--- src/logic/lsq_pkg.sv ---
package lsq_pkg;

    // rob sizing, eight entries
    localparam int rob_tag_w = 3;

    // queue depths
    localparam int lq_depth = 4;
    localparam int sq_depth = 4;

    // result buses snooped by the queues
    localparam int num_cdb = 2;

    typedef logic [rob_tag_w-1:0] rob_tag_t;

    // one result bus slot
    typedef struct packed {
        logic        valid;
        rob_tag_t    tag;
        logic [31:0] value;
    } cdb_entry_t;

    typedef cdb_entry_t [num_cdb-1:0] cdb_t;

    // value when ready, producer tag otherwise
    typedef struct packed {
        logic        ready;
        rob_tag_t    tag;
        logic [31:0] value;
    } operand_t;

    typedef enum logic [1:0] {
        mem_byte = 2'b00,
        mem_half = 2'b01,
        mem_word = 2'b10
    } mem_size_t;

    // queued memory operation, loads leave data ready
    typedef struct packed {
        rob_tag_t           rob_tag;
        mem_size_t          size;
        logic               is_unsigned;
        logic signed [11:0] offset;
        operand_t           base;
        operand_t           data;
    } mem_op_t;

    // load result towards the cdb
    typedef struct packed {
        logic        valid;
        rob_tag_t    rob_tag;
        logic [31:0] value;
    } load_result_t;

endpackage

--- src/logic/dcache_arbiter.sv ---
`timescale 1ns/1ps

module dcache_arbiter import lsq_pkg::*; (
    input  logic         clk,
    input  logic         arst_n,
    input  logic         flush,
    input  rob_tag_t     rob_head_tag,
    input  mem_op_t      lq_head,
    input  logic         lq_valid,
    input  mem_op_t      sq_head,
    input  logic         sq_valid,
    output logic         lq_pop,
    output logic         sq_pop,
    output logic         data_read,
    output logic         data_write,
    output logic [31:0]  data_addr,
    output logic [3:0]   data_mbe,
    output logic [31:0]  data_wdata,
    input  logic         data_resp,
    input  logic [31:0]  data_rdata,
    output load_result_t load_res,
    output logic         store_done
);

    typedef enum logic {
        st_idle,
        st_busy
    } state_t;

    state_t state;

    // latched copy of the issued operation
    logic      op_is_store;
    rob_tag_t  op_tag;
    mem_size_t op_size;
    logic      op_unsigned;

    logic        load_ok;
    logic        store_ok;
    logic        issue_load;
    logic        issue_store;
    mem_op_t     issue_op;
    logic [31:0] issue_addr;
    logic [31:0] shifted;
    logic [31:0] load_value;

    logic        res_valid;
    rob_tag_t    res_tag;
    logic [31:0] res_value;

    // distance from the rob head, smaller is older
    function automatic rob_tag_t age(rob_tag_t tag, rob_tag_t rob_head);
        return rob_tag_t'(tag - rob_head);
    endfunction

    function automatic logic [3:0] lanes(mem_size_t size, logic [1:0] low);
        case (size)
            mem_byte: return 4'b0001 << low;
            mem_half: return 4'b0011 << low;
            default:  return 4'b1111;
        endcase
    endfunction

    assign store_ok = sq_valid && sq_head.base.ready && sq_head.data.ready &&
                      sq_head.rob_tag == rob_head_tag;
    // store at the rob head has age zero, so it always blocks the load
    assign load_ok  = lq_valid && lq_head.base.ready &&
                      (!sq_valid ||
                       age(sq_head.rob_tag, rob_head_tag) > age(lq_head.rob_tag, rob_head_tag));

    always_comb begin
        issue_op    = sq_head;
        issue_store = 1'b0;
        issue_load  = 1'b0;
        if (state == st_idle && !flush) begin
            if (store_ok) begin
                issue_store = 1'b1;
            end else if (load_ok) begin
                issue_load = 1'b1;
                issue_op   = lq_head;
            end
        end
    end

    assign issue_addr = issue_op.base.value + {{20{issue_op.offset[11]}}, issue_op.offset};

    always_ff @(posedge clk or negedge arst_n) begin
        if (!arst_n) begin
            state      <= st_idle;
            data_read  <= 1'b0;
            data_write <= 1'b0;
            res_valid  <= 1'b0;
            store_done <= 1'b0;
        end else begin
            res_valid  <= 1'b0;
            store_done <= 1'b0;
            if (flush) begin
                state      <= st_idle;
                data_read  <= 1'b0;
                data_write <= 1'b0;
            end else if (state == st_idle) begin
                if (issue_load || issue_store) begin
                    state      <= st_busy;
                    data_read  <= issue_load;
                    data_write <= issue_store;
                end
            end else if (data_resp) begin
                state      <= st_idle;
                data_read  <= 1'b0;
                data_write <= 1'b0;
                res_valid  <= !op_is_store;
                store_done <= op_is_store;
            end
        end
    end

    always_ff @(posedge clk) begin
        if (issue_load || issue_store) begin
            op_is_store <= issue_store;
            op_tag      <= issue_op.rob_tag;
            op_size     <= issue_op.size;
            op_unsigned <= issue_op.is_unsigned;
            data_addr   <= issue_addr;
            data_mbe    <= lanes(issue_op.size, issue_addr[1:0]);
            data_wdata  <= issue_op.data.value << {issue_addr[1:0], 3'b000};
        end
        if (state == st_busy && data_resp && !op_is_store) begin
            res_tag   <= op_tag;
            res_value <= load_value;
        end
    end

    // move the addressed lanes down, then extend
    always_comb begin
        shifted = data_rdata >> {data_addr[1:0], 3'b000};
        case (op_size)
            mem_byte: load_value = op_unsigned ? {24'b0, shifted[7:0]}
                                               : {{24{shifted[7]}}, shifted[7:0]};
            mem_half: load_value = op_unsigned ? {16'b0, shifted[15:0]}
                                               : {{16{shifted[15]}}, shifted[15:0]};
            default:  load_value = shifted;
        endcase
    end

    assign lq_pop   = state == st_busy && data_resp && !flush && !op_is_store;
    assign sq_pop   = state == st_busy && data_resp && !flush && op_is_store;
    assign load_res = '{valid: res_valid, rob_tag: res_tag, value: res_value};

    a_one_request_kind: assert property (
        @(posedge clk) disable iff (!arst_n)
        !(data_read && data_write)
    );

    // held request must not move until the cache answers
    a_request_stable: assert property (
        @(posedge clk) disable iff (!arst_n)
        (data_read || data_write) && !data_resp && !flush |=>
            $stable({data_read, data_write, data_addr, data_mbe, data_wdata})
    );

endmodule

--- src/logic/load_store_unit.sv ---
`timescale 1ns/1ps

module load_store_unit import lsq_pkg::*; (
    input  logic         clk,
    input  logic         arst_n,
    input  logic         flush,
    input  logic         load_push,
    input  logic         store_push,
    input  mem_op_t      op_in,
    input  cdb_t         cdb,
    input  rob_tag_t     rob_head_tag,
    input  logic         data_resp,
    input  logic [31:0]  data_rdata,
    output logic         data_read,
    output logic         data_write,
    output logic [31:0]  data_addr,
    output logic [3:0]   data_mbe,
    output logic [31:0]  data_wdata,
    output load_result_t load_res,
    output logic         store_done,
    output logic         lq_full,
    output logic         sq_full
);

    mem_op_t lq_head;
    mem_op_t sq_head;
    logic    lq_valid;
    logic    sq_valid;
    logic    lq_pop;
    logic    sq_pop;

    // loads in program order
    mem_queue #(.depth(lq_depth)) i_load_queue (
        .clk        (clk),
        .arst_n     (arst_n),
        .flush      (flush),
        .push       (load_push),
        .op_in      (op_in),
        .cdb        (cdb),
        .pop        (lq_pop),
        .head       (lq_head),
        .head_valid (lq_valid),
        .full       (lq_full),
        .empty      ()
    );

    // stores in program order
    mem_queue #(.depth(sq_depth)) i_store_queue (
        .clk        (clk),
        .arst_n     (arst_n),
        .flush      (flush),
        .push       (store_push),
        .op_in      (op_in),
        .cdb        (cdb),
        .pop        (sq_pop),
        .head       (sq_head),
        .head_valid (sq_valid),
        .full       (sq_full),
        .empty      ()
    );

    dcache_arbiter i_arbiter (
        .clk          (clk),
        .arst_n       (arst_n),
        .flush        (flush),
        .rob_head_tag (rob_head_tag),
        .lq_head      (lq_head),
        .lq_valid     (lq_valid),
        .sq_head      (sq_head),
        .sq_valid     (sq_valid),
        .lq_pop       (lq_pop),
        .sq_pop       (sq_pop),
        .data_read    (data_read),
        .data_write   (data_write),
        .data_addr    (data_addr),
        .data_mbe     (data_mbe),
        .data_wdata   (data_wdata),
        .data_resp    (data_resp),
        .data_rdata   (data_rdata),
        .load_res     (load_res),
        .store_done   (store_done)
    );

endmodule

--- src/logic/mem_queue.sv ---
`timescale 1ns/1ps

module mem_queue import lsq_pkg::*; #(
    parameter int depth = lq_depth
) (
    input  logic    clk,
    input  logic    arst_n,
    input  logic    flush,
    input  logic    push,
    input  mem_op_t op_in,
    input  cdb_t    cdb,
    input  logic    pop,
    output mem_op_t head,
    output logic    head_valid,
    output logic    full,
    output logic    empty
);

    mem_op_t entries [depth];

    logic [$clog2(depth)-1:0]   head_ptr;
    logic [$clog2(depth)-1:0]   tail_ptr;
    logic [$clog2(depth+1)-1:0] count;

    mem_op_t incoming;

    // capture a broadcast value for a waiting operand
    function automatic operand_t wake(operand_t op, cdb_t bus);
        operand_t res;
        res = op;
        for (int i = 0; i < num_cdb; i++) begin
            if (!res.ready && bus[i].valid && bus[i].tag == op.tag) begin
                res.ready = 1'b1;
                res.value = bus[i].value;
            end
        end
        return res;
    endfunction

    // operation being pushed also snoops this cycle's bus
    always_comb begin
        incoming      = op_in;
        incoming.base = wake(op_in.base, cdb);
        incoming.data = wake(op_in.data, cdb);
    end

    // payload storage with wakeup on every slot
    always_ff @(posedge clk) begin
        for (int i = 0; i < depth; i++) begin
            entries[i].base <= wake(entries[i].base, cdb);
            entries[i].data <= wake(entries[i].data, cdb);
        end
        // push overrides the wakeup write of the free slot
        if (push) begin
            entries[tail_ptr] <= incoming;
        end
    end

    always_ff @(posedge clk or negedge arst_n) begin
        if (!arst_n) begin
            head_ptr <= '0;
            tail_ptr <= '0;
            count    <= '0;
        end else if (flush) begin
            head_ptr <= '0;
            tail_ptr <= '0;
            count    <= '0;
        end else begin
            if (push) begin
                tail_ptr <= (tail_ptr == depth - 1) ? '0 : tail_ptr + 1'b1;
            end
            if (pop) begin
                head_ptr <= (head_ptr == depth - 1) ? '0 : head_ptr + 1'b1;
            end
            case ({push, pop})
                2'b10:   count <= count + 1'b1;
                2'b01:   count <= count - 1'b1;
                default: ;
            endcase
        end
    end

    assign head       = entries[head_ptr];
    assign empty      = (count == 0);
    assign full       = (count == depth);
    assign head_valid = !empty;

    // dispatch has to respect the full flag
    a_no_push_when_full: assert property (
        @(posedge clk) disable iff (!arst_n)
        full |-> !push
    );

    // arbiter only pops a head it issued
    a_no_pop_when_empty: assert property (
        @(posedge clk) disable iff (!arst_n)
        empty |-> !pop
    );

endmodule

--- config.mk ---
export PLATFORM = sky130hd
export DESIGN_NAME = load_store_unit
export DESIGN_NICKNAME = d
export VERILOG_FILES = /design/src/logic/lsq_pkg.sv /design/src/logic/dcache_arbiter.sv /design/src/logic/load_store_unit.sv /design/src/logic/mem_queue.sv
export SDC_FILE = /design/constraint.sdc
export NUM_CORES = 2
export LEC_CHECK = 0
export ABC_AREA = 0
export ABC_CLOCK_PERIOD_IN_PS = 9200
export BUFFER_PORTS_ARGS = -buffer_cell sky130_fd_sc_hd__buf_2
export CORE_MARGIN = 2
export CORE_UTILIZATION = 45
export CTS_CLUSTER_DIAMETER = 40
export CTS_CLUSTER_SIZE = 16
export DETAILED_ROUTE_END_ITERATION = 12
export GPL_ROUTABILITY_DRIVEN = 0
export SYNTH_ARGS = -nofsm -noshare
export SYNTH_HDL_FRONTEND = slang
export SYNTH_SLANG_ARGS = --single-unit
--- constraint.sdc ---
create_clock -name clk -period 9.2 [get_ports clk]
set_input_delay 0.46 -clock clk [delete_from_list [all_inputs] [get_ports clk]]
set_output_delay 0.46 -clock clk [all_outputs]
set_load 0.02 [all_outputs]
-- After elaboration in Yosys (flattened, before gate mapping)
Memories as Yosys holds them, arrays and structs flattened.
Cells that the tools add are included.
- register bits: 129
- memory bits (writable): 720
- bits of input ports: 203
- word-level logic and storage cells: 347
- memories: 2
- memories (memory ; words ; width ; rd ports ; clocked after Yosys merged registers in ; wr ports ; line ; text):
    i_load_queue.entries ; 4 ; 90 ; 5 ; 0 ; 5 ; mem_queue.sv:19 ; mem_op_t entries [depth];
    i_store_queue.entries ; 4 ; 90 ; 5 ; 0 ; 5 ; mem_queue.sv:19 ;
- add/subtract/negate cells: 11
- $lt $le $gt $ge: 1
- equal/unequal tests: 50
- shifts and indexed selects: 4
- multiplexer cells: 121
- bitwise operators: 1
- reductions and logical operators: 137
- operator list (operator ; count):
    $mux 32 ; 38
    $mux 90 ; 3
    $eq 3x3->1 ; 37
    $logic_and 1x1->1 ; 83
    $pmux 32 s2 ; 1
    $mux 1 ; 62
    $logic_not 1->1 ; 40
    $add 32x32->32 ; 1
    $shl 32x5->32 ; 1
    $shr 32x5->32 ; 1
    $mux 2 ; 12
    $eq 2x2->1 const B ; 6
    $pmux 3 s2 ; 2
    $reduce_bool 3->1 ; 3
    $add 2x1->2 const B ; 4
    $eq 2x1->1 const B ; 4
    $pmux 4 s2 ; 1
    $reduce_bool 2->1 ; 4
    $add 3x1->3 const B ; 2
    $eq 3x3->1 const B ; 2
    $logic_not 3->1 ; 2
    $mux 3 ; 2
    $sub 3x1->3 const B ; 2
    $sub 3x3->3 ; 2
    other kinds (8) ; 10

-- Logic depth before layout (Yosys ltp)
An unclocked memory read counts as a cell.
- depth after elaboration: 12
- gate-level depth with buffers: 38
- gate-level depth less buffers: 27

-- Hierarchy
A second synthesis with hierarchy kept.
- cell total of the unflattened synthesis: 3600
- area, all modules: 47835.9 um^2
- by module, submodules not included (module ; times used ; cells an instance ; area each (um^2) ; seq. area each (um^2)):
    mem_queue (i_load_queue) ; 1 ; 1409 ; 20271.9 ; 10905.5
    mem_queue (i_store_queue) ; 1 ; 1410 ; 19896.6 ; 10905.5
    dcache_arbiter ; 1 ; 781 ; 7667.4 ; 3428.3

-- Worst setup path after synthesis
OpenSTA, ideal clock, no wires.
- path type: flip-flop to flip-flop
- start: reg i_load_queue.head_ptr[0]
- end: reg i_arbiter.data_addr[28] (data pin)
- setup time: 0.260 ns
- arrival: 8.184 ns
- setup slack: 0.756 ns
- stages on the path, launching flop included: 39
- buffers on the path: 11
- cell sequence: dfrtp_1 > buf_2 > buf_2 > buf_2 > buf_2 > buf_2 > mux4_2 > inv_1 > ha_1 > inv_1 > fa_1 > xnor2_1 > xnor2_1 > ha_1 > nand3_1 > o21ai_0 > o21bai_1 > nand3_2 > (+3 left out) > buf_2 > clkbuf_1 > clkbuf_1 > nand2_1 > nand2_1 > ha_1 > fa_1 > a211oi_1 > nor2_1 > o31ai_1 > o22ai_1 > a211oi_1 > nor4bb_1 > a21o_1 > o311a_4 > a32oi_4 > mux2i_1 > xnor2_1
- word-level cells in the longest chain between the ends: 9
- RTL lines (what ; line ; text):
    start, declared ; mem_queue.sv:21 ; logic [$clog2(depth)-1:0] head_ptr;
    start signal, assigned ; mem_queue.sv:73 ; head_ptr <= (head_ptr == depth - 1) ? '0 : head_ptr + 1'b1;
    $mem_v2 4x90 * ; n/a ;
    $sub 3x3->3 ; dcache_arbiter.sv:53 ; return rob_tag_t'(tag - rob_head);
    $gt 3x3->1 ; dcache_arbiter.sv:69 ; age(sq_head.rob_tag, rob_head_tag) > age(lq_head.rob_tag, rob_head_tag));
    $logic_or 1x1->1 ; dcache_arbiter.sv:68 ; (!sq_valid ||
    $logic_and 1x1->1 ; dcache_arbiter.sv:67 ; assign load_ok = lq_valid && lq_head.base.ready &&
    $mux 90 * ; dcache_arbiter.sv:78 ; end else if (load_ok) begin
    $mux 90 * ; dcache_arbiter.sv:76 ; if (store_ok) begin
    $mux 90 * ; dcache_arbiter.sv:75 ; if (state == st_idle && !flush) begin
    $add 32x32->32 * ; dcache_arbiter.sv:85 ; assign issue_addr = issue_op.base.value + {{20{issue_op.offset[11]}}, issue_op.offset};
    via i_arbiter.issue_addr[28] ; dcache_arbiter.sv:43 ; logic [31:0] issue_addr;
    end signal, assigned ; dcache_arbiter.sv:123 ; data_addr <= issue_addr;
    end, declared ; dcache_arbiter.sv:16 ; output logic [31:0] data_addr,
The timed path passes the listed nets; every way through them passes the cells marked *.
A chain may end at the register's enable or synchronous reset.

-- Worst setup path after layout
- start: reg i_load_queue.head_ptr[0]
- end: reg i_arbiter.data_addr[31] (data pin)
Same word-level chain as after synthesis.

==> reports/qor.yml <==
status:
  status: "complete, no violations"
layout:
  final_cell_mix: "edfxtp_1 (814), mux2i_1 (633), nor2_1 (612)"
  final_common_cell: "edfxtp_1"
  nets: 4540
  syn2layout_area_growth_pct: 15.74
  fin_area_mm2: 0.05528
  insertedDiodeCount: 0
  drive_gt1_share_pct: 19.18
critical_path:
  cp-end-kind: "flop"
  cp.required_ps: 9680
  crit_fanout: 47
  critical_path_arrival_ps: 8330
  critical_path_class: "reg2reg"
  worstSetupStartpoint: "i_load_queue.head_ptr[0]"
  r2r-start: "i_load_queue.head_ptr[0]"
  reg2reg_depth: 25
  cp-start-kind: "flop"
timing:
  period_needed_ps: 7845
  finalHoldViolCount: 0
  slew_viol_final: 0
  fin_crit_sh_pct: 85.28
  skew_ps: 30.37
  tns_ps: 0
  timing.fmax_mhz: 127.5
  tightest_slew_ps: 1132
  setup_viol: 0
  rsz0062_at_grt: "false"
  max_slew_margin_pct: 24.50
drt:
  ant_nets: 0
  route.detailed.drc: 0
  wirelength_mm: 155.4
  routedWlPerCell_um: 26.77
  vias: 34600
  viasPerCell: 5.958
  drt_iter0_drc: 3864
  first_pass_iters: 6
floorplan:
  rows: 119
  io_pins: 312
  fp.dieH_um: 329.8
  die_area_mm2: 0.1087
  initial_core_util_pct: 45.37
  die_w_um: 329.8
  core_mm2: 0.1053
clock_network:
  ctsHoldBuffers: 26
  clock_latency_ps: 750
  clk_pin_slew_ps: 60
  cts-root-buf: "clkbuf_16"
  cts_buffers: 146
  h-tree-depth: 4
  cts_buffer_depth: 3
  cts_tree: "yes"
  clkSinkCount: 849
  post_cts_buffers: 0
  cts_resized: 0
placed_design:
  place_area_mm2: 0.05022
  dp_hpwl_mm: 94.44
  io_buffers: 311
min_path:
  hold_class: "in2reg"
  hold_depth: 3
  min_from: "data_rdata[31]"
synthesis:
  yosysTopAreaCell: "edfxtp_1"
  synthTopCellsByArea: "edfxtp_1 (51%), mux2i_1 (13%), mux4_2 (7.8%)"
  synth_cell_type_count: 65
  synth_edf_count: 814
  ys_warn_count: 0
  syn-num-nets: 4403
  ys_async_sr_fraction_pct: 2.238
  synth_cells: 4157
  syn_area_per_cell_um2: 11.49
  yosysSeqAreaShare_pct: 52.85
  synth_top_area_share_pct: 51.18
  ys_seq_elements: 849
  syn_area_mm2: 0.04776
  ys.flop_type: "edfxtp_1"
global_route:
  grt_util_met3_pct: 4.372
  grt-ovfl-total: 0
  grt_pass1_vias: 33330
  met1_usage_pct: 38.86
  antenna_found_initial: 0
  use_met2_pct: 46.75
  grt_util_all_layers_pct: 28.44
  grt_max_degree: 90
  top_usage_layer: "met2"
  grt_pass1_wl_mm: 226.6
power_and_ir_drop:
  leakage_nw: 23.54
  internal_power_mw: 8.918
  switching_share_pct: 30.72
  clockPowerShare_pct: 41.7
  vdd_drop_max_v: 0.0001590
  p_per_area_mw_per_mm2: 232.9
  p_seq_share_pct: 37.6
  pwr-share-comb_pct: 20.8
  switchingPower_mw: 3.955
job:
  maxCapViolations: 0
cell type report:
class,count,area [um2]
fill,9061,49990
sequential,849,25250
multi-input combinational,2850,20980
clock buffer,162,3756
timing repair buffer,410,2365
tap,1391,1740
clock inverter,107,1039
inverter,37,138.9
logic make-up (layout without fill, tap and decap cells):
group | after synthesis | after routing | share of synthesized area [%]
compound gates | 802 | 802 | 9.259
xor+xnor | 159 | 159 | 2.932
fa+ha+maj | 45 | 45 | 1.247
buf+inv | 458 | 716 | 3.684
flops | 849 | 849 | 52.85
mux | 802 | 802 | 21.14
simple gates | 1042 | 1042 | 8.887
sequential cells by signal (all words and copies together) (netlist names), 2 cells and up:
name                    cells
i_arbiter.data_addr        32
i_store_queue.count         3
i_arbiter.data_wdata       32
i_load_queue.tail_ptr       2
i_arbiter.res_tag           3
i_arbiter.data_mbe          4
i_store_queue.entries     360
i_load_queue.entries      360
i_store_queue.head_ptr      2
i_load_queue.count          3
i_load_queue.head_ptr       2
i_arbiter.res_value        32
i_arbiter.op_size           2
i_arbiter.op_tag            3
i_store_queue.tail_ptr      2
critical path, cell delays in order, from the launching register on:
cell       delay [ps]
dfrtp_4           830
mux4_2            600
inv_1              70
ha_1              130
inv_1              50
fa_1              400
xnor2_1           200
xnor2_1           140
ha_1              260
nand3_1            90
o21ai_0            80
o21bai_1          480
nand3_4           380
buf_4             450
mux2i_1           230
buf_4             210
clkinv_1          530
ha_1              580
and2_1            200
o211ai_1          120
o21ai_0           380
o2bb2ai_1         270
nand3_1           170
a211oi_1          400
o22ai_1           150
xnor2_1           150
final timing paths:
kind | end | slack [ps]
max in group asynchronous | i_load_queue.head_ptr[1] | 8600
min in group asynchronous | i_store_queue.head_ptr[1] | 220
worst max-delay path | i_arbiter.data_addr[31] | 1350
worst min-delay path | i_arbiter.res_value[31] | 40
worst min register to register | i_arbiter.res_tag[0] | 420
worst max register to register | i_arbiter.data_addr[31] | 1350
cells in the mapped netlist (3+ instances only):
| library cell | count |
|---|---|
| o31ai_1 | 4 |
| and3_1 | 7 |
| nor2_1 | 612 |
| xor2_1 | 53 |
| mux2_2 | 3 |
| o21ai_1 | 65 |
| nand4_1 | 18 |
| mux4_2 | 165 |
| edfxtp_1 | 814 |
| o21bai_1 | 5 |
| o22ai_1 | 11 |
| fa_1 | 5 |
| and2_1 | 11 |
| nand3_1 | 23 |
| xnor2_1 | 105 |
| nand3b_1 | 17 |
| o211ai_1 | 15 |
| a211oi_1 | 16 |
| buf_2 | 14 |
| dfrtp_1 | 19 |
| ha_1 | 38 |
| nor2b_1 | 14 |
| nand2_1 | 295 |
| o311ai_0 | 13 |
| mux2i_1 | 633 |
| clkbuf_1 | 290 |
| buf_1 | 113 |
| a21oi_1 | 553 |
| a31oi_1 | 35 |
| dfxtp_1 | 16 |
| a21o_1 | 10 |
| nor3_1 | 18 |
| a211o_1 | 3 |
| nor3b_1 | 11 |
| or3_1 | 7 |
| a311o_1 | 13 |
| o21ai_0 | 41 |
| inv_1 | 35 |
| o21a_1 | 3 |
power by group through the flow:
| stage | sequential, mW | clock, mW | combinational, mW |
|---|---|---|---|
| floorplan | 4.95 | 0 | 1.72 |
| global placement | 4.91 | 0 | 2.62 |
| detailed placement | 4.92 | 0 | 2.65 |
| CTS | 4.84 | 5.41 | 2.67 |
| global route | 4.86 | 5.58 | 2.90 |
| finish | 4.83 | 5.36 | 2.67 |
through the flow:
stage	std cells	total power [mW]	setup slack, ps	hold WS, ps	util (%)
after floorplan	4157	6.670	756.4	164.4	-
after global placement	5511	7.531	1472	418.5	47.71
after detailed placement	5511	7.563	1404	417.3	47.71
after CTS	5806	12.92	1370	3.539	52.51
after global routing	5806	13.34	691.6	35.06	52.51
final	5806	12.87	1355	44.98	52.51
metal layers:
| layer | up-vias | part of all wire, % |
|---|---|---|
| met4 | 0 | 2.7 |
| met2 | 1557 | 48 |
| met5 | - | 0 |
| li1 | 15630 | - |
| met1 | 17150 | 42 |
| met3 | 259 | 7.5 |
Power figures use the tool's default switching activity.
